--- config.mk ---
export PLATFORM = sky130hd
export DESIGN_NAME = glyph_ram
export DESIGN_NICKNAME = d
export VERILOG_FILES = /design/src/vga_pkg.sv /design/src/glyph_ram.sv
export SDC_FILE = /design/constraint.sdc
export NUM_CORES = 2
export LEC_CHECK = 0
export BUFFER_PORTS_ARGS = -buffer_cell sky130_fd_sc_hd__buf_2
export CAP_MARGIN = 20
export CORE_MARGIN = 1.5
export CORE_UTILIZATION = 49
export CTS_CLUSTER_DIAMETER = 30
export CTS_CLUSTER_SIZE = 14
export DETAILED_ROUTE_END_ITERATION = 8
export SYNTH_ARGS = -nofsm -noshare
export SYNTH_HDL_FRONTEND = slang
export SYNTH_SLANG_ARGS = --single-unit
--- constraint.sdc ---
create_clock -name clk -period 7.8 [get_ports clk]
set_input_delay 1.56 -clock clk [delete_from_list [all_inputs] [get_ports clk]]
set_output_delay 1.56 -clock clk [all_outputs]
set_load 0.01 [all_outputs]
--- src/vga_pkg.sv ---
/* shared types and constants for the text-mode VGA generator
   colours are 4 bits per channel; font store is 256 glyphs x 16 rows of 8 pixels
   character store holds 4 rows of 128 codes, addressed as {row, col} */

package vga_pkg;

  ////////////////////////////////////////////////////////////////////////////
  // colours
  ////////////////////////////////////////////////////////////////////////////

  typedef struct packed {
    logic [3:0] red;
    logic [3:0] green;
    logic [3:0] blue;
  } rgb_t;

  // yellow foreground
  localparam rgb_t FG_COLOR = '{red: 4'hf, green: 4'hf, blue: 4'h0};
  // dark purple background
  localparam rgb_t BG_COLOR = '{red: 4'h2, green: 4'h0, blue: 4'h8};
  localparam rgb_t BLACK    = '{red: 4'h0, green: 4'h0, blue: 4'h0};

  ////////////////////////////////////////////////////////////////////////////
  // raster position, carried down the pixel pipeline
  ////////////////////////////////////////////////////////////////////////////

  typedef struct packed {
    logic [15:0] x;
    logic [15:0] y;
    logic        visible;
    logic        hsync_n;
    logic        vsync_n;
  } raster_t;

  // blanked position with syncs inactive
  localparam raster_t RASTER_IDLE = '{x: '0, y: '0, visible: 1'b0,
                                      hsync_n: 1'b1, vsync_n: 1'b1};

  ////////////////////////////////////////////////////////////////////////////
  // host byte decoding
  ////////////////////////////////////////////////////////////////////////////

  // low 7 bits of a command byte, 0x80 and 0x82
  typedef enum logic [6:0] {
    LOAD_FONT  = 7'd0,
    LOAD_CHARS = 7'd2
  } cmd_op_e;

  typedef struct packed {
    logic    is_cmd;
    cmd_op_e op;
  } cmd_word_t;

  // one received byte, read as a command when idle, as data while loading
  typedef union packed {
    cmd_word_t  cmd;
    logic [7:0] data;
  } host_byte_u;

  ////////////////////////////////////////////////////////////////////////////
  // memory geometry
  ////////////////////////////////////////////////////////////////////////////

  localparam int FONT_ADDR_W     = 12;
  localparam int CHAR_ADDR_W     = 9;
  localparam int CHAR_ROW_BITS   = 2;
  localparam int CHAR_COL_BITS   = 7;
  localparam int GLYPH_ROWS_LOG2 = 4;
  localparam int GLYPH_COLS_LOG2 = 3;

  // one RAM write port; the character store only looks at the low address bits
  typedef struct packed {
    logic                   en;
    logic [FONT_ADDR_W-1:0] addr;
    logic [7:0]             data;
  } ram_wr_t;

endpackage

--- src/glyph_ram.sv ---
/* byte-wide simple dual-port RAM, one cycle read latency
   write port is a ram_wr_t; ADDR_W must not exceed FONT_ADDR_W
   read and write to the same address in one cycle returns the old byte */

module glyph_ram import vga_pkg::*;
#(
  parameter int ADDR_W = CHAR_ADDR_W
)
(
  input  logic              clk,
  input  ram_wr_t           wr,
  input  logic [ADDR_W-1:0] rd_addr,
  output logic [7:0]        rd_data
);

  // block RAM style array, contents undefined until loaded
  logic [7:0] mem [2**ADDR_W];

  // write side, driven by the command receiver
  always_ff @(posedge clk)
  begin
    if (wr.en)
    begin
      mem[wr.addr[ADDR_W-1:0]] <= wr.data;
    end
  end

  // registered read for the video pipeline
  always_ff @(posedge clk)
  begin
    rd_data <= mem[rd_addr];
  end

endmodule

* After elaboration in Yosys (flattened, before gate mapping)
Memory sizes are Yosys's and may differ from the RTL's. A register that Yosys moved wholly into a read port is not among the register bits.
Index checks and enable logic that the tools add are counted.
** Word-level totals
- Register bits after elaboration :: 0
- RAM bits :: 4096
- Input bits :: 31
- Output and inout bits :: 8
- Word-level logic and storage cells :: 3
- Memories :: 1
** Memories
- mem :: words 512, bits a word 8, rd ports 1, clocked after Yosys merged registers in 1, wr ports 1, line glyph_ram.sv:17 : logic [7:0] mem [2**ADDR_W];
** Operators by class
- Mux-type cells :: 2
** Operator list (number)
- two-way mux 1 bit :: 2

* Longest topological paths before layout
- Word-level depth :: 2
- Gate-level depth with buffers :: 12
- Gate-level depth less buffers :: 7

* Least setup slack after synthesis
Ideal clock, no wire load.
- Path type :: input to register
- Start :: input rd_addr[0]
- End :: register rd_data[0], read port of mem
- Setup time :: 0.118 ns
- Data arrival time :: 3.414 ns
- Required time :: 7.682 ns
- Setup slack :: 4.268 ns
- Stages :: 10
- Path buffers :: 4
- Cell sequence :: buf_4 buf_12 buf_12 buf_2 mux4_2 o21ai_0 nand3_1 nand4_1 o21ai_0 o2111a_1
** RTL lines
- from (decl) :: line glyph_ram.sv:12 : input logic [ADDR_W-1:0] rd_addr,
- to (decl) :: line glyph_ram.sv:13 : output logic [7:0] rd_data

==> metrics.md <==
| Metric | Value |
|---|---|
| FP Rows | `209` |
| Full die area | `330000 um2` |
| Number of synthesized flops with an enable pin | `4096` |
| Synth Area in XOR/XNOR | `0` |
| Post-CTS setup buffer count | `0` |
| Area of the multi-input gates | `34000 um2` |
| Final period utilization | `0.661` |
| Top_reg_cell synth | `edfxtp_1` |
| Register Area | `123000 um2` |
| H-tree Lvls | `6` |
| Clock slew at reported path FFs | `0.05 ns` |
| Final wirelength | `416000 um` |
| Nets@finish | `8466` |
| Hold-fix buffers at CTS | `0` |
| FFs w/ async S/R, synth | `0` |
| DRC viols | `0` |
| Most common cell after layout, fill and taps aside | `edfxtp_1` |
| Share of layout cells above drive strength 1 | `0.227` |
| Crit Path Class | `in2reg` |
| Synth Area in Simple Gates | `0.0263` |
| Final-report max-slew violation count | `0` |
| Placed Instance Area | `165000 um2` |
| RSZ-0062 raised after global routing | `no` |
| Min-delay src | `wr[2]` |
| DR pass1 iterations | `5` |
| Max-Cap Viols | `0` |
| # resized after CTS | `0` |
| GRT Total Usage | `0.249` |
| Worst skew pair latency | `1.06 ns` |
| Drt wl/cell | `31.1 um` |
| Bufs on Longest Clock Path | `4` |
| Cell count after synthesis | `8030` |
| Vias | `82500` |
| Seq cells post-synth | `4104` |
| Num CTS Buffers | `727` |
| CP Buf/Inv Count | `2` |
| Count of cell types in the netlist | `51` |
| Clock power frac | `0.548` |
| CP Capture Type | `register` |
| Reg2reg setup slack | `4.16 ns` |
| R2r worst-path depth | `7` |
| PortBufs | `35` |
| Final setup violation count | `0` |
| Critical Path Fanout Max | `48` |
| Die W | `574 um` |
| Logic pwr share | `0.037` |
| Ys Warns | `0` |
| Cell area after layout | `190000 um2` |
| Via/cell ratio | `6.16` |
| Total grt overflow | `0` |
| Max Freq | `194 MHz` |
| Power per cell area | `309 nW/um2` |
| Part of the Yosys area used for sequential elements | `0.770` |
| Pleak | `61.5 nW` |
| Switching Fraction | `0.219` |
| Layout area overhead | `18.9%` |
| Pin count of the biggest net entering global routing | `213` |
| Main combinational cell family by area after synthesis | `multiplexers` |
| Minimum clock period | `5.16 ns` |
| Die height | `574 um` |
| Core Footprint | `325000 um2` |
| GPL Wtd Cong | `0.902` |
| Mux cell area share after synthesis | `0.142` |
| Placed Instances | `12000` |
| Outcome | `complete, no violations` |
| Delay-heaviest family, CP | `simple AND/OR/NAND/NOR gates` |
| Initial Util | `0.493` |
| Fill cells | `23400` |
| Most common cell on crit path | `nor4_1` |
| Initial antenna violation count | `27` |
| Worst R2R Start | `mem[59][2]` |
| Worst Path Arrival | `6.16 ns` |
| Crit Reg-Reg Endpoint | `rd_data[2]` |
| Netlist Area Pre-Place | `160000 um2` |
| Clk Tree Root Cell | `clkbuf_16` |
| Worst relative slew slack | `0.0182` |
| Compound-Gate Fraction of Synth Area | `0.0431` |
| Worst VDD drop | `253 uV` |
| Worst-Margin Slew | `1.47 ns` |
| Worst stage delay on the critical path | `1.02 ns` |
| Hold path cells | `1` |
| Fin. Hold Viols | `0` |
| Clock sinks | `4104` |
| Critical path launch point type | `input port` |
| Crit-path cells | `buf_6 > nand2b_4 > buf_12 > o221ai_1 > a21oi_1 > nor4_1 > nand4_1 > nor4_1 > o2111a_1` |
| HP Class | `in2reg` |
| Synthesized area per cell | `19.9 um2` |
| Sw Pwr | `0.0128 W` |
| Worst Path Required | `8.80 ns` |
| Post-Synth Adder-Cell Area | `0` |
| Part of the power in registers | `0.415` |
| First-pass GRT wire length | `593000 um` |
| Vias in the first global route | `83000` |
| Hold endpoint | `mem[204][2]` |
| Synthesized Nets | `8061` |
| Total Neg Setup Slack | `0 ns` |
| Number of DRC markers in iteration 0 | `9935` |
| CTS tree | `built` |
| Commonest non-fill, non-tap cells in the layout | `edfxtp_1, mux2i_1, clkbuf_16` |
| I/O Pins | `39` |
| ANT nets after route | `0` |
| Fin cells | `13400` |
| Dpl hpwl | `241000 um` |
| Slowest-stage cell, CP | `nor4_1` |
| Internal | `0.0459 W` |
| Fin Clk Skew | `0.0654 ns` |
[sequential cells by signal (all words and copies together), names as in the netlist]
signal   cells
mem       4096
rd_data      8
[routing by layer]
layer  global-route usage  up-vias  part of all wire
met5                    0        -           0.00011
met4               0.0754        6             0.028
met3               0.0531      699             0.087
met2                0.395     3861              0.48
met1                0.350    43400              0.41
li1                     -    34600                 -
[power by group through the flow]
| stage | combinational [W] | sequential [W] | clock (W) |
|---|---|---|---|
| finish | 0.00218 | 0.0244 | 0.0322 |
| CTS | 0.00218 | 0.0244 | 0.0324 |
| global route | 0.00227 | 0.0243 | 0.0335 |
| floorplan | 0.00116 | 0.0248 | 0 |
| detailed placement | 0.00217 | 0.0248 | 0 |
| global placement | 0.00213 | 0.0248 | 0 |
[per-stage QoR]
stage	total power (W)	setup WS, ns	utilization	hold slack [ns]
2_1_floorplan	0.0259	4.27	-	0.938
3_3_place_gp	0.0269	1.86	0.507	1.17
3_5_place_dp	0.0269	1.85	0.507	1.18
4_1_cts	0.0590	2.95	0.586	0.900
5_1_grt	0.0601	2.69	0.586	0.946
6_report	0.0587	2.64	0.586	0.970
[synth_stat cells (8+ instances only)]
cell      count  area [um2]
edfxtp_1   4096      123000
mux2i_1     797        7980
mux4_2      654       14700
nor2_1      597        2240
o221ai_1    371        3250
clkbuf_1    265         995
a21oi_1     194         971
o22ai_1     163        1020
o21ai_0     118         591
nand2_1     111         417
nor3_1      109         546
buf_4        70         526
buf_6        64         721
a22oi_1      61         458
buf_2        57         285
buf_1        41         154
nand3_1      36         180
nor4_1       36         225
nand4_1      32         200
and2_1       20         125
a211oi_1     17         128
o31ai_1      13        97.6
buf_8        11         165
dfxtp_1       8         160
nor3b_1       8        60.1
o2111a_1      8        90.1
[logic make-up after synthesis]
group | count (synthesis)
AO/OA/AOI/OAI | 979
buffers and inverters | 516
AND/OR/NAND/NOR | 980
flip-flops | 4104
multiplexers | 1451
[how the worst max path moves through the flow]
stage / to / from / depth (start not counted)
after global routing: rd_data[0] / rd_addr[2] / 9
after floorplan: rd_data[0] / rd_addr[0] / 10
after CTS: rd_data[0] / rd_addr[2] / 9
final: rd_data[2] / rd_addr[2] / 9
after global placement: rd_data[0] / rd_addr[2] / 9
after detailed placement: rd_data[0] / rd_addr[2] / 9
[layout make-up]
type                       instances  area share
inverter                           3   0.0000987
antenna                           13    0.000171
sequential                      4104       0.648
tap                             4325      0.0285
timing repair buffer             189      0.0104
multi-input combinational       3410       0.179
clock buffer                     797      0.0974
clock inverter                   557      0.0367
(Power assumes the default switching activity.)
