### src/vga_pkg.sv
/* shared types and constants for the text-mode VGA generator
   colours are 4 bits per channel; font store is 256 glyphs x 16 rows of 8 pixels
   character store holds 4 rows of 128 codes, addressed as {row, col} */

package vga_pkg;

  ////////////////////////////////////////////////////////////////////////////
  // colours
  ////////////////////////////////////////////////////////////////////////////

  typedef struct packed {
    logic [3:0] red;
    logic [3:0] green;
    logic [3:0] blue;
  } rgb_t;

  // yellow foreground
  localparam rgb_t FG_COLOR = '{red: 4'hf, green: 4'hf, blue: 4'h0};
  // dark purple background
  localparam rgb_t BG_COLOR = '{red: 4'h2, green: 4'h0, blue: 4'h8};
  localparam rgb_t BLACK    = '{red: 4'h0, green: 4'h0, blue: 4'h0};

  ////////////////////////////////////////////////////////////////////////////
  // raster position, carried down the pixel pipeline
  ////////////////////////////////////////////////////////////////////////////

  typedef struct packed {
    logic [15:0] x;
    logic [15:0] y;
    logic        visible;
    logic        hsync_n;
    logic        vsync_n;
  } raster_t;

  // blanked position with syncs inactive
  localparam raster_t RASTER_IDLE = '{x: '0, y: '0, visible: 1'b0,
                                      hsync_n: 1'b1, vsync_n: 1'b1};

  ////////////////////////////////////////////////////////////////////////////
  // host byte decoding
  ////////////////////////////////////////////////////////////////////////////

  // low 7 bits of a command byte, 0x80 and 0x82
  typedef enum logic [6:0] {
    LOAD_FONT  = 7'd0,
    LOAD_CHARS = 7'd2
  } cmd_op_e;

  typedef struct packed {
    logic    is_cmd;
    cmd_op_e op;
  } cmd_word_t;

  // one received byte, read as a command when idle, as data while loading
  typedef union packed {
    cmd_word_t  cmd;
    logic [7:0] data;
  } host_byte_u;

  ////////////////////////////////////////////////////////////////////////////
  // memory geometry
  ////////////////////////////////////////////////////////////////////////////

  localparam int FONT_ADDR_W     = 12;
  localparam int CHAR_ADDR_W     = 9;
  localparam int CHAR_ROW_BITS   = 2;
  localparam int CHAR_COL_BITS   = 7;
  localparam int GLYPH_ROWS_LOG2 = 4;
  localparam int GLYPH_COLS_LOG2 = 3;

  // one RAM write port; the character store only looks at the low address bits
  typedef struct packed {
    logic                   en;
    logic [FONT_ADDR_W-1:0] addr;
    logic [7:0]             data;
  } ram_wr_t;

endpackage

### src/raster_timing.sv
/* free-running raster counters, one pixel per clk
   each line is visible, front porch, sync, back porch; frames likewise in lines
   totals must fit in 16 bits; sync outputs are active low */

module raster_timing import vga_pkg::*;
#(
  parameter int H_VISIBLE = 800,
  parameter int H_FRONT   = 40,
  parameter int H_SYNC    = 128,
  parameter int H_BACK    = 88,
  parameter int V_VISIBLE = 600,
  parameter int V_FRONT   = 1,
  parameter int V_SYNC    = 4,
  parameter int V_BACK    = 23
)
(
  input  logic    clk,
  input  logic    arst_n,
  output raster_t raster
);

  ////////////////////////////////////////////////////////////////////////////
  // derived boundaries
  ////////////////////////////////////////////////////////////////////////////

  localparam int H_TOTAL = H_VISIBLE + H_FRONT + H_SYNC + H_BACK;
  localparam int V_TOTAL = V_VISIBLE + V_FRONT + V_SYNC + V_BACK;

  localparam logic [15:0] H_VIS_END  = 16'(H_VISIBLE);
  localparam logic [15:0] H_SYNC_BEG = 16'(H_VISIBLE + H_FRONT);
  localparam logic [15:0] H_SYNC_END = 16'(H_VISIBLE + H_FRONT + H_SYNC);
  localparam logic [15:0] H_LAST     = 16'(H_TOTAL - 1);

  localparam logic [15:0] V_VIS_END  = 16'(V_VISIBLE);
  localparam logic [15:0] V_SYNC_BEG = 16'(V_VISIBLE + V_FRONT);
  localparam logic [15:0] V_SYNC_END = 16'(V_VISIBLE + V_FRONT + V_SYNC);
  localparam logic [15:0] V_LAST     = 16'(V_TOTAL - 1);

  logic [15:0] x_q;
  logic [15:0] y_q;

  ////////////////////////////////////////////////////////////////////////////
  // counters
  ////////////////////////////////////////////////////////////////////////////

  always_ff @(posedge clk or negedge arst_n)
  begin
    if (!arst_n)
    begin
      x_q <= '0;
      y_q <= '0;
    end
    else if (x_q == H_LAST)
    begin
      // end of line, step the line counter
      x_q <= '0;
      if (y_q == V_LAST)
        y_q <= '0;
      else
        y_q <= y_q + 1'b1;
    end
    else
    begin
      x_q <= x_q + 1'b1;
    end
  end

  // position for this cycle, decoded straight from the counters
  always_comb
  begin
    raster.x       = x_q;
    raster.y       = y_q;
    raster.visible = (x_q < H_VIS_END) && (y_q < V_VIS_END);
    // pulses sit right after the front porches
    raster.hsync_n = !((x_q >= H_SYNC_BEG) && (x_q < H_SYNC_END));
    raster.vsync_n = !((y_q >= V_SYNC_BEG) && (y_q < V_SYNC_END));
  end

  x_in_range: assert property (@(posedge clk) disable iff (!arst_n)
    x_q < 16'(H_TOTAL));

endmodule

### config.mk
export PLATFORM = sky130hd
export DESIGN_NAME = raster_timing
export DESIGN_NICKNAME = d
export VERILOG_FILES = /design/src/vga_pkg.sv /design/src/raster_timing.sv
export SDC_FILE = /design/constraint.sdc
export NUM_CORES = 1
export LEC_CHECK = 0
export BUFFER_PORTS_ARGS = -buffer_cell sky130_fd_sc_hd__buf_2
export CAP_MARGIN = 20
export CORE_MARGIN = 3
export CORE_UTILIZATION = 40
export CTS_BUF_LIST = sky130_fd_sc_hd__clkbuf_2
export DETAILED_ROUTE_END_ITERATION = 10
export GPL_ROUTABILITY_DRIVEN = 0
export PLACE_DENSITY_LB_ADDON = 0.1
export SETUP_SLACK_MARGIN = 0.02
export SYNTH_ARGS = -nofsm -noshare
export SYNTH_HDL_FRONTEND = slang
export SYNTH_SLANG_ARGS = --single-unit
### constraint.sdc
create_clock -name clk -period 3.8 [get_ports clk]
set_input_delay 0.19 -clock clk [delete_from_list [all_inputs] [get_ports clk]]
set_output_delay 0.19 -clock clk [all_outputs]
set_load 0.01 [all_outputs]
---- After elaboration in Yosys (flattened, before gate mapping) ----
Cells that the tools add are included.
storage, ports and cells
  flip-flop bits (word level) ............. 32
  word-level logic and storage cells ...... 19
cells by class
  muxes and demuxes ....................... 2
  $lt $le $gt $ge ......................... 6
  reduce and logical (&&, ||, !) cells .... 5
  eq/ne operators ......................... 2
  $add $sub $neg .......................... 2
operator list
  kind                   count
  $lt 16x10->1 const B   4
  $add 16x1->16 const B  2
  $ge 16x10->1 const B   2
  $mux 16                2
  $eq 16x10->1 const B   1
  $eq 16x11->1 const B   1
  $logic_and 1x1->1      3
  $logic_not 1->1        2

---- Longest topological paths before layout ----
  word-level depth ........................ 3
  gate-level depth with buffers ........... 6
  mapped depth without buffers ............ 6

---- Least setup slack after synthesis ----
No wires, ideal clock.
  path type ............................... reg2reg
  from .................................... reg x_q[0]
  to ...................................... reg y_q[12]
  data arrival time ....................... 1.678 ns
  stages on the path, launching flop included .. 6
  setup slack ............................. 2.043 ns
  period minus slack after synthesis ...... 1.757 ns
  required time ........................... 3.721 ns
  cell sequence ........................... dfrtp_1 ha_1 nand4_1 or4_4 nor3b_2 xor2_1
between the ends
  word-level cells in the longest chain between the ends .. 1
ends and longest elaborated chain
  element                 RTL line             source
  from (decl)             raster_timing.sv:39  logic [15:0] x_q;
  from (signal assigned)  raster_timing.sv:64  x_q <= x_q + 1'b1;
  $eq 16x11->1            raster_timing.sv:53  else if (x_q == H_LAST)
  to (signal assigned)    raster_timing.sv:60  y_q <= y_q + 1'b1;
  to (decl)               raster_timing.sv:40  logic [15:0] y_q;
Every way passes these cells.
A chain may end at the register's enable or synchronous reset.

---- Worst setup path after layout ----
  from .................................... reg x_q[11]
  to ...................................... reg y_q[3]
Same word-level chain as after synthesis.

==> results.sh <==
export IMPL_cts_tree="done"
export IMPL_post_route_util_pct=49.36
export IMPL_clk_latency_ps=390
export IMPL_core_area_sq_mm=0.004086
export IMPL_ir_worst_vdd_uv=127.9
export IMPL_max_slew_worst_pin_slew_ps=895.2
export IMPL_grt_pass1_vias=1273
export IMPL_cellLeakagePower_nw=0.9897
export IMPL_run_status="completed"
export IMPL_routed_wirelength_mm=3.876
export IMPL_reg2reg_from="x_q[11]$_DFF_PN0_"
export IMPL_ys_ff_latch=32
export IMPL_ys_top_cells_by_area="dfrtp_1 46%, xnor2_1 6.1%, xor2_1 5.6%, nor4_2 3.6%, nand3_1 3.2%"
export IMPL_area_growth_pct=16.64
export IMPL_netlist_top_cells_count="32 x dfrtp_1, 14 x nand2_1, 12 x nor2_1, 12 x xnor2_1"
export IMPL_yosysMostFrequentCell="dfrtp_1"
export IMPL_synth_main_ff_cell="dfrtp_1"
export IMPL_fin_total_pwr_w=0.0005862
export IMPL_fmax_ghz=0.3792
export IMPL_cts_root_buf="clkbuf_2"
export IMPL_cp_required_ps=4140
export IMPL_vias_per_cell=5.422
export IMPL_netlist_area_leader_share_pct=46.31
export IMPL_cap_viol_max_count=0
export IMPL_drtAntennaViolNets=0
export IMPL_holdWs_ps=366.2
export IMPL_hold_path_class="input port to async pin"
export IMPL_yosysUniqueCellTypes=41
export IMPL_crit_path_start_kind="flop"
export IMPL_port_buffers=36
export IMPL_crit_path_max_fanout=13
export IMPL_netlist_area_sq_mm=0.001729
export IMPL_worst_setup_path_type="flop to flop"
export IMPL_drv_slew=0
export IMPL_synth_edf_count=0
export IMPL_layout_min_cycle_time_ps=2637
export IMPL_end_kind="flop"
export IMPL_r2r_cells=4
export IMPL_fin_skew_ps=27.63
export IMPL_period_share_pct=69.39
export IMPL_dieHeight_um=71.75
export IMPL_postSynthAreaPerCell_sq_um=10.35
export IMPL_drtPass1Iterations=4
export IMPL_antenna_found_initial=0
export IMPL_ys_async_sr_fraction_pct=100.0
export IMPL_maxSlewHeadroom_pct=40.10
export IMPL_cts_sinks=32
export IMPL_ys_warn_count=0
export IMPL_finalHoldViolations=0
export IMPL_die_area_sq_mm=0.005148
export IMPL_vias=1399
export IMPL_start_util_pct=42.31
export IMPL_yosysTopAreaCell="dfrtp_1"
export IMPL_dp_hpwl_mm=2.792
export IMPL_syn_num_nets=173
export IMPL_rows=23
export IMPL_nets=213
export IMPL_die_w_um=71.75
export IMPL_powerDensity_mw_per_mm2=290.6
export IMPL_clk_pin_slew_worst_paths_ps=190
export IMPL_r2r_end="y_q[3]$_DFFE_PN0N_"
export IMPL_wl_per_cell_um=15.02
export IMPL_ys_seq_area_share_pct=46.31
export IMPL_crit_arrival_ps=2980
export IMPL_rsz0062_at_grt="no"
export IMPL_rrSetupSlack_ps=1160
export IMPL_grt_max_degree=33
export IMPL_n_antenna_cell=0
export IMPL_drt_iter0_drc=79
export IMPL_clk_path_buf_depth=2
export IMPL_io_pins=37
export IMPL_cts_inserted_buffers=5
export IMPL_syn_inst=167
export IMPL_cts_resized=0
export IMPL_drcViolationCount=0
export IMPL_tns_ps=0
export IMPL_cts_max_level=2
export IMPL_grt_use_total_pct=16.29
export IMPL_drive_gt1_share_pct=26.92
export IMPL_grt_ovfl_total=0
export IMPL_setup_violations_final=0
export IMPL_grt_pass1_wl_mm=6.423
-- stage by stage --
stage / setup slack [ps] / std cells / area, sq um
6_report: 1163 / 258 / 2017
5_1_grt: 912.7 / 258 / 2017
4_1_cts: 1134 / 258 / 2017
3_5_place_dp: 1185 / 249 / 1942
3_3_place_gp: 1242 / 249 / 1942
2_1_floorplan: 2043 / 167 / 1729
-- worst max path at each step --
stage	end	start
detailed placement	y_q[3]$_DFFE_PN0N_	x_q[8]$_DFF_PN0_
finish	y_q[3]$_DFFE_PN0N_	x_q[11]$_DFF_PN0_
global placement	y_q[3]$_DFFE_PN0N_	x_q[5]$_DFF_PN0_
CTS	y_q[3]$_DFFE_PN0N_	x_q[8]$_DFF_PN0_
floorplan	y_q[12]$_DFFE_PN0N_	x_q[0]$_DFF_PN0_
global route	y_q[0]$_DFFE_PN0N_	x_q[11]$_DFF_PN0_
-- cell families (layout without fill, tap and decap cells) --
| group | after synthesis | count (layout) | synth area share [%] |
|---|---|---|---|
| AOI/OAI and AO/OA | 20 | 20 | 8.321 |
| adders and majority gates | 4 | 4 | 2.894 |
| and+or+nand+nor | 74 | 74 | 26.56 |
| buffers and inverters | 13 | 54 | 3.690 |
| muxes | 1 | 1 | 0.5789 |
| xor gates and xnor gates | 23 | 23 | 11.65 |
| DFF | 32 | 32 | 46.31 |
-- routing by layer --
metal  wire length (um)  vias up  global-route usage, %
met5                  0        -                      0
met4                 51        0                  5.010
met3                177        6                  5.189
met2               1820       34                  25.10
met1               1826      675                  21.89
li1                   -      684                      -
-- worst max-delay path: stages, from the launching register on --
cell and delay, ps:
dfrtp_1 450, nor3_1 330, nand4_1 580, nor2_1 900, a41o_2 320
-- where the power goes --
group	switching, W	leakage, nW	total [W]	internal, W
combinational	0.00000674	0.514	0.00000777	0.00000103
clock	0.000124	0.0430	0.000238	0.000113
sequential	0	0.433	0.000341	0.000341
-- registers in the layout, indices dropped and copies added (netlist names) --
name,flops
y_q,16
x_q,16
-- cells in the final DEF, fill, tap and decap left out, types with 2 or more instances in the layout --
cell type / count
xor2_1: 11
xnor2_1: 12
clkbuf_2: 6
nor3b_1: 2
and3_1: 2
nor4_2: 5
nand4_1: 7
buf_2: 36
o21ai_0: 4
a31oi_1: 7
nor2_1: 12
nand2_1: 14
nor3_1: 4
inv_1: 9
and4_1: 3
dfrtp_1: 32
ha_1: 4
nand3_1: 11
nor2b_1: 2
o31a_1: 2
nor4bb_1: 2
-- layout make-up --
| class | instances | area [sq um] |
|---|---|---|
| fillers | 403 | 2069 |
| multi-input cells | 122 | 864.6 |
| flip-flops and latches | 32 | 800.8 |
| repair buffers | 37 | 190.2 |
| well taps | 50 | 62.56 |
| clock inverters | 2 | 35.03 |
| inverters | 9 | 33.78 |
| clock buffers | 6 | 30.03 |
-- timing repair --
item | in CTS | in global routing
setup buffers | 0 | 0
hold endpoints to repair | 32 | 0
hold buffers | 1 | 0
Power figures use the tool's default switching activity.
