File: config.mk
export PLATFORM = sky130hd
export DESIGN_NAME = pixel_colorizer
export DESIGN_NICKNAME = d
export VERILOG_FILES = /design/src/vga_pkg.sv /design/src/pixel_colorizer.sv
export SDC_FILE = /design/constraint.sdc
export NUM_CORES = 1
export LEC_CHECK = 0
export ABC_AREA = 1
export BUFFER_PORTS_ARGS = -buffer_cell sky130_fd_sc_hd__buf_2
export CAP_MARGIN = 20
export CELL_PAD_IN_SITES_DETAIL_PLACEMENT = 0
export CELL_PAD_IN_SITES_GLOBAL_PLACEMENT = 1
export CORE_UTILIZATION = 15
export CTS_CLUSTER_DIAMETER = 80
export CTS_CLUSTER_SIZE = 16
export DETAILED_ROUTE_END_ITERATION = 8
export GPL_TIMING_DRIVEN = 0
export PLACE_DENSITY = 0.82
export SLEW_MARGIN = 5
export SYNTH_ARGS = -nofsm -noshare
export SYNTH_HDL_FRONTEND = slang
export SYNTH_SLANG_ARGS = --single-unit
File: constraint.sdc
create_clock -name clk -period 1.1 [get_ports clk]
set_input_delay 0.055 -clock clk [delete_from_list [all_inputs] [get_ports clk]]
set_output_delay 0.055 -clock clk [all_outputs]
set_load 0.02 [all_outputs]
File: src/vga_pkg.sv
/* shared types and constants for the text-mode VGA generator
   colours are 4 bits per channel; font store is 256 glyphs x 16 rows of 8 pixels
   character store holds 4 rows of 128 codes, addressed as {row, col} */

package vga_pkg;

  ////////////////////////////////////////////////////////////////////////////
  // colours
  ////////////////////////////////////////////////////////////////////////////

  typedef struct packed {
    logic [3:0] red;
    logic [3:0] green;
    logic [3:0] blue;
  } rgb_t;

  // yellow foreground
  localparam rgb_t FG_COLOR = '{red: 4'hf, green: 4'hf, blue: 4'h0};
  // dark purple background
  localparam rgb_t BG_COLOR = '{red: 4'h2, green: 4'h0, blue: 4'h8};
  localparam rgb_t BLACK    = '{red: 4'h0, green: 4'h0, blue: 4'h0};

  ////////////////////////////////////////////////////////////////////////////
  // raster position, carried down the pixel pipeline
  ////////////////////////////////////////////////////////////////////////////

  typedef struct packed {
    logic [15:0] x;
    logic [15:0] y;
    logic        visible;
    logic        hsync_n;
    logic        vsync_n;
  } raster_t;

  // blanked position with syncs inactive
  localparam raster_t RASTER_IDLE = '{x: '0, y: '0, visible: 1'b0,
                                      hsync_n: 1'b1, vsync_n: 1'b1};

  ////////////////////////////////////////////////////////////////////////////
  // host byte decoding
  ////////////////////////////////////////////////////////////////////////////

  // low 7 bits of a command byte, 0x80 and 0x82
  typedef enum logic [6:0] {
    LOAD_FONT  = 7'd0,
    LOAD_CHARS = 7'd2
  } cmd_op_e;

  typedef struct packed {
    logic    is_cmd;
    cmd_op_e op;
  } cmd_word_t;

  // one received byte, read as a command when idle, as data while loading
  typedef union packed {
    cmd_word_t  cmd;
    logic [7:0] data;
  } host_byte_u;

  ////////////////////////////////////////////////////////////////////////////
  // memory geometry
  ////////////////////////////////////////////////////////////////////////////

  localparam int FONT_ADDR_W     = 12;
  localparam int CHAR_ADDR_W     = 9;
  localparam int CHAR_ROW_BITS   = 2;
  localparam int CHAR_COL_BITS   = 7;
  localparam int GLYPH_ROWS_LOG2 = 4;
  localparam int GLYPH_COLS_LOG2 = 3;

  // one RAM write port; the character store only looks at the low address bits
  typedef struct packed {
    logic                   en;
    logic [FONT_ADDR_W-1:0] addr;
    logic [7:0]             data;
  } ram_wr_t;

endpackage

File: src/pixel_colorizer.sv
/* last pipeline stage, adds one cycle of latency to colour and syncs
   bit 7 of the glyph row is the leftmost pixel of a character cell */

module pixel_colorizer import vga_pkg::*;
(
  input  logic       clk,
  input  logic       arst_n,
  input  raster_t    raster_in,
  input  logic [7:0] glyph_row,
  output rgb_t       rgb,
  output logic       hsync_n,
  output logic       vsync_n,
  output logic       de
);

  logic [GLYPH_COLS_LOG2-1:0] bit_sel;
  logic                       pix_on;
  rgb_t                       color;

  ////////////////////////////////////////////////////////////////////////////
  // colour pick
  ////////////////////////////////////////////////////////////////////////////

  // 7 - (x mod 8)
  assign bit_sel = ~raster_in.x[GLYPH_COLS_LOG2-1:0];
  assign pix_on  = glyph_row[bit_sel];

  always_comb
  begin
    if (!raster_in.visible)
      color = BLACK;
    else if (pix_on)
      color = FG_COLOR;
    else
      color = BG_COLOR;
  end

  // output register, syncs and de kept in step with the colour
  always_ff @(posedge clk or negedge arst_n)
  begin
    if (!arst_n)
    begin
      rgb     <= BLACK;
      hsync_n <= 1'b1;
      vsync_n <= 1'b1;
      de      <= 1'b0;
    end
    else
    begin
      rgb     <= color;
      hsync_n <= raster_in.hsync_n;
      vsync_n <= raster_in.vsync_n;
      de      <= raster_in.visible;
    end
  end

endmodule

Word level (Yosys, flattened, before mapping)

Cells that the tools add are included.
W data, S select, Z words.

Register bits: 15
Bits in latches: 0
Bits in writable memories: 0
Memory bits (read-only): 0
Output and inout port bits: 15
Logic and storage cells: 12
Memories: 0

Add/sub/neg operators: 0
Multiply operators: 0
Div/mod/pow operators: 0
Order comparisons: 1
Eq/ne operators: 0
Shift-type cells: 0
Multiplexer cells: 4
Bitwise gates (word level): 1
Reduce and logical (&&, ||, !) cells: 0

Operators with widths:

| operator             | count |
|---|---|
| $mux W12             | 2 |
| $lt A3 B4 Y1 const B | 1 |
| $bmux W1 S3          | 1 |
| $not A3 Y3           | 1 |
| $mux W1              | 1 |

Depth between registers and ports, before layout

Gate-level depths: netlist of the first run.

Depth in word-level cells: 5
Gate-level depth with buffers: 7
Depth with buffers taken out: 7

Worst setup path after synthesis of the first run

OpenSTA, ideal clock, no wires.

Kind: register to output
From: register rgb[4] (netlist name)
To: output rgb[10] (netlist name)
Arrival: 0.703 ns
Slack: 0.342 ns
Stages on the path, launching flop included: 2
Buffers on the path: 1
Cell sequence: dfrtp_1 buf_4

RTL lines:

| element       | line                  | RTL |
|---|---|---|
| end, declared | pixel_colorizer.sv:10 | `output rgb_t rgb,` |

==> results.txt, run 1 <==
Status = completed
Die area = 0.00249 sq mm
Slew Limit Fails = 0
Final Critical Period = 1020 ps
CTS Buffer Depth = 2
Clock Tree Root = clkbuf_4
CTS buffer count = 3
Setup crit start kind = register
Number of top-level pins = 60
Hold Vio Cnt, Final = 0
Seq/Total Area, Yosys = 37.1%
Slowest stage delay, CP = 430 ps
Die Wd = 49.9 um
TritonCTS clock tree = built
Static Leak = 0.381 nW
Routed len/inst = 6.19 um
Worst-path fanout max = 7
Antenna diodes = 0
Clk pin slew, worst setup/hold paths = 40 ps
Top layer used by detailed routing = met3
Worst Hold Class = in2reg
Via total after detailed routing = 369
Total power = 0.000614 W
Crit path DAT = 960 ps
First-pass GRT wire length = 1120 um
Core area = 0.00206 sq mm
Synth Register Bits = 5
Bufs and invs on worst path = 2
CP cell instances = buf_4 -> buf_2
Setup TNS = 0 ps
Metal3 WL = 68 um
CP top delay family = flip-flops
Routed wire length = 706 um
Largest net degree at the start of global routing = 8
H-tree lvl count = 1
Final Wtd Congestion = 0.756
Final setup vio count = 0
Iter 0 DRT Violations = 2
Yosys warns = 0
Metal-1 WL = 313 um
Critical Path Sink Type = output pin
Cell count after synthesis = 50
Antenna viol nets, final = 0
Count of cell types in the netlist = 10
Hpwl dp = 603 um
Post-route cell area = 587 sq um
Total gr overflow = 0
Fmax = 982 MHz
Post-layout net count = 133
Cell Area, Placed = 520 sq um
DRT Pass-1 Iters = 4
Layout cell share with drive strength beyond 1 = 50.6%
Met2 WL = 324 um
CP required = 1040 ps
PortBufs = 27
Via/cell ratio = 3.24
Clock Sinks = 5
Initial antenna violation count = 0
RSZ-0062 raised after global routing = no
Syn_area_per_cell = 6.88 sq um
Final Cycle Share = 92.6%
Slowest-stage cell, CP = dfrtp_1
Commonest non-fill, non-tap cells in the layout = buf_2 (27), nand2_1 (14), inv_1 (11)
PD cells = 1050 mW/mm^2
# Post-CTS Setup Buffers = 0
Total GRT Usage = 5.95%
Core Rows = 16
Vias in the first global route = 319
Die Y = 49.9 um
Mapped Area = 344 sq um
Area growth, synth to finish = 70.5%
DRC = 0
Initial Utilization = 16.7%
Commonest non-fill, non-tap cell in the layout = buf_2
Max Cap Viol = 0
Max IR drop VDD = 0.400 mV
Crit path kind = reg2out
## through the flow
stage / hold slack (ps) / util, % / instances / setup WS (ps)
2_1_floorplan: -241 / - / 52 / 342
3_3_place_gp: -131 / 25.2 / 106 / 342
3_5_place_dp: -130 / 25.2 / 106 / 325
4_1_cts: 99.2 / 28.5 / 114 / 64.4
5_1_grt: 112 / 28.5 / 114 / 22.3
6_report: 98.6 / 28.5 / 114 / 81.7
## metal layers
layer	vias to the layer above	global-route usage [%]
li1	204	-
met1	142	6.08
met2	23	10.1
met3	0	0.926
met4	0	5.71
met5	-	0
## final timing paths
check	start	endpoint	slack (ps)	depth (start not counted)
worst max-delay path	rgb[4]$_DFF_PN0_	rgb[5]	80	2
worst min-delay path	raster_in[21]	rgb[3]$_DFF_PN0_	100	4
min in group asynchronous	arst_n	rgb[4]$_DFF_PN0_	160	2
max in group asynchronous	arst_n	vsync_n$_DFF_PN1_	730	2
## Yosys cell counts
| cell type | instances | area (sq um) |
|---|---|---|
| inv_2 | 1 | 3.75 |
| nand2_1 | 14 | 52.6 |
| dfstp_2 | 2 | 52.6 |
| dfrtp_1 | 3 | 75.1 |
| conb_1 | 1 | 3.75 |
| nor2_1 | 1 | 3.75 |
| nor2_2 | 1 | 6.26 |
| buf_4 | 10 | 75.1 |
| inv_1 | 11 | 41.3 |
| nand3_1 | 6 | 30.0 |
## flip-flops by register name (all words and copies together) (netlist names)
signal	cells
vsync_n	1
rgb	3
hsync_n	1
## area by class of cell
| class | instances | area (sq um) |
|---|---|---|
| Multi-Input combinational cell | 25 | 104 |
| Tap cell | 27 | 33.8 |
| Buffer | 10 | 75.1 |
| Clock buffer | 4 | 26.3 |
| Sequential cell | 5 | 128 |
| Timing Repair Buffer | 31 | 175 |
| Fill cell | 229 | 1480 |
| Inverter | 12 | 45.0 |
## power breakdown
group	leakage, nW	switching (W)	internal (W)
combinational	0.308	0.000107	0.0000965
clock	0.0150	0.0000677	0.000137
sequential	0.0582	0.00000732	0.000199
## repair_timing
item | CTS | global route
endpoints found under the hold margin | 8 | 0
hold buffers | 4 | 0
gates resized for setup | 0 | 0
## kinds of logic (layout without fill, tap and decap cells)
kind of cell	count (synthesis)	count (layout)	share of synthesized area [%]
simple gates	22	22	26.9
other cells	1	3	1.09
buf+inv	22	57	34.9
flops	5	5	37.1
No activity file was read; power rests on OpenSTA's default activity.
==> inputs of run 2 (changes only) <==
--- a/config.mk
+++ b/config.mk
@@ -10,12 +10,12 @@
 export CAP_MARGIN = 20
 export CELL_PAD_IN_SITES_DETAIL_PLACEMENT = 0
 export CELL_PAD_IN_SITES_GLOBAL_PLACEMENT = 1
-export CORE_UTILIZATION = 15
+export CORE_UTILIZATION = 14
 export CTS_CLUSTER_DIAMETER = 80
 export CTS_CLUSTER_SIZE = 16
 export DETAILED_ROUTE_END_ITERATION = 8
 export GPL_TIMING_DRIVEN = 0
-export PLACE_DENSITY = 0.82
+export PLACE_DENSITY = 0.77
 export SLEW_MARGIN = 5
 export SYNTH_ARGS = -nofsm -noshare
 export SYNTH_HDL_FRONTEND = slang
==> constraint.sdc (replaced) <==
create_clock -name clk -period 1 [get_ports clk]
set_input_delay 0.05 -clock clk [delete_from_list [all_inputs] [get_ports clk]]
set_output_delay 0.05 -clock clk [all_outputs]
set_load 0.02 [all_outputs]
==> results.txt, run 2 (synthesis gave the netlist of run 1 again) <==
Critical Path Sink Type = output pin
Crit path kind = reg2out
Max FFs per register = 3
CP required = 950 ps
Total GRT Usage = 6.76%
Hpwl dp = 652 um
Initial Utilization = 15.3%
Routed wire length = 796 um
Largest regs = rgb (3), hsync_n (1), vsync_n (1)
TritonCTS clock tree = built
CTS buffer count = 3
Iter 0 DRT Violations = 5
Core area = 0.00225 sq mm
Final WS setup = 19.9 ps
Status = completed
Grt met1 use = 5.72%
Worst Hold Class = in2reg
Core Rows = 17
Setup crit start kind = register
Die Y = 51.6 um
Placement Setup Slack = 226 ps
Largest net degree at the start of global routing = 8
Area growth, synth to finish = 82.2%
Commonest non-fill, non-tap cells in the layout = buf_2 (21), nand2_1 (14), inv_1 (11)
Post-layout net count = 133
Worst Hold Path Cells = 4
Antenna viol nets, final = 0
Final Wtd Congestion = 0.647
DRC = 0
Top reg by flops = rgb
Antenna diodes = 0
Area of the multi-input gates = 104 sq um
Slew Limit Fails = 0
Final Cycle Share = 98.0%
CTS Buffer Depth = 2
GR Util met3 = 0.877%
Most used routing layer = met2
Clk pin slew, worst setup/hold paths = 40 ps
# Post-CTS Setup Buffers = 0
First-pass GRT wire length = 1280 um
Worst-path fanout max = 7
PD cells = 1120 mW/mm^2
Die area = 0.00266 sq mm
Total gr overflow = 0
Commonest non-fill, non-tap cell in the layout = buf_2
H-tree lvl count = 1
Vias in the first global route = 368
Number of top-level pins = 60
Sequential cell area = 129 sq um
Final Critical Period = 980 ps
Initial antenna violation count = 0
Die Wd = 51.6 um
Hold Vio Cnt, Final = 0
Max Cap Viol = 0
Clock Sinks = 5
Max IR drop VDD = 0.333 mV
Final hold slack = 105 ps
Setup TNS = 0 ps
Static Leak = 0.389 nW
Clock Tree Root = clkbuf_4
Via total after detailed routing = 385
Layout cell share with drive strength beyond 1 = 51.7%
Fmax = 1020 MHz
Routed len/inst = 6.92 um
Final setup vio count = 0
DRT Pass-1 Iters = 4
Via/cell ratio = 3.35
Crit path DAT = 930 ps
PortBufs = 27
RSZ-0062 raised after global routing = yes
Filler Cell Count = 247
Met2 GRT Util = 13.0%
run 2: metal layers:
metal	routed length, um	share of wire [%]
met5	0	0
met4	0	0
met3	69	8.7
met2	418	53
met1	308	39
run 2: area by class of cell:
class / count / area share [%]
plain buffers: 10 / 12.0
clock buffers: 4 / 4.19
inverters: 12 / 7.19
multi-input cells: 25 / 16.6
flip-flops and latches: 5 / 20.6
well taps: 28 / 5.59
repair buffers: 31 / 33.9
run 2: metrics by stage:
stage,utilization [%],instances,cell area [sq um],total power (W)
after detailed placement,23.1,107,522,0.000446
after global routing,27.8,115,627,0.000759
after floorplan,-,52,352,0.000369
after CTS,27.8,115,627,0.000718
after global placement,23.1,107,522,0.000442
final,27.8,115,627,0.000703
run 2: path summary, 6_finish.rpt:
path / slack (ps) / from / endpoint
worst max-delay path: 20 / rgb[4]$_DFF_PN0_ / rgb[7]
worst min-delay path: 100 / raster_in[21] / rgb[3]$_DFF_PN0_
max in group asynchronous: 640 / arst_n / vsync_n$_DFF_PN1_
min in group asynchronous: 160 / arst_n / rgb[9]$_DFF_PN0_
run 2: report_power, final:
part | total, W | leakage (nW) | internal (W) | switching [W]
sequential | 0.000228 | 0.0569 | 0.000220 | 0.00000797
clock | 0.000219 | 0.0150 | 0.000150 | 0.0000689
combinational | 0.000256 | 0.317 | 0.000131 | 0.000125
run 2: critical path: stages (launching register included):
cell     delay (ps)
dfrtp_2         430
buf_4           150
buf_6           120
run 2: timing repair:
item | CTS | global route
gates resized for setup | 13 | 0
endpoints found under the setup margin | 6 | 6
endpoints found under the hold margin | 8 | 0
hold buffers | 4 | 0
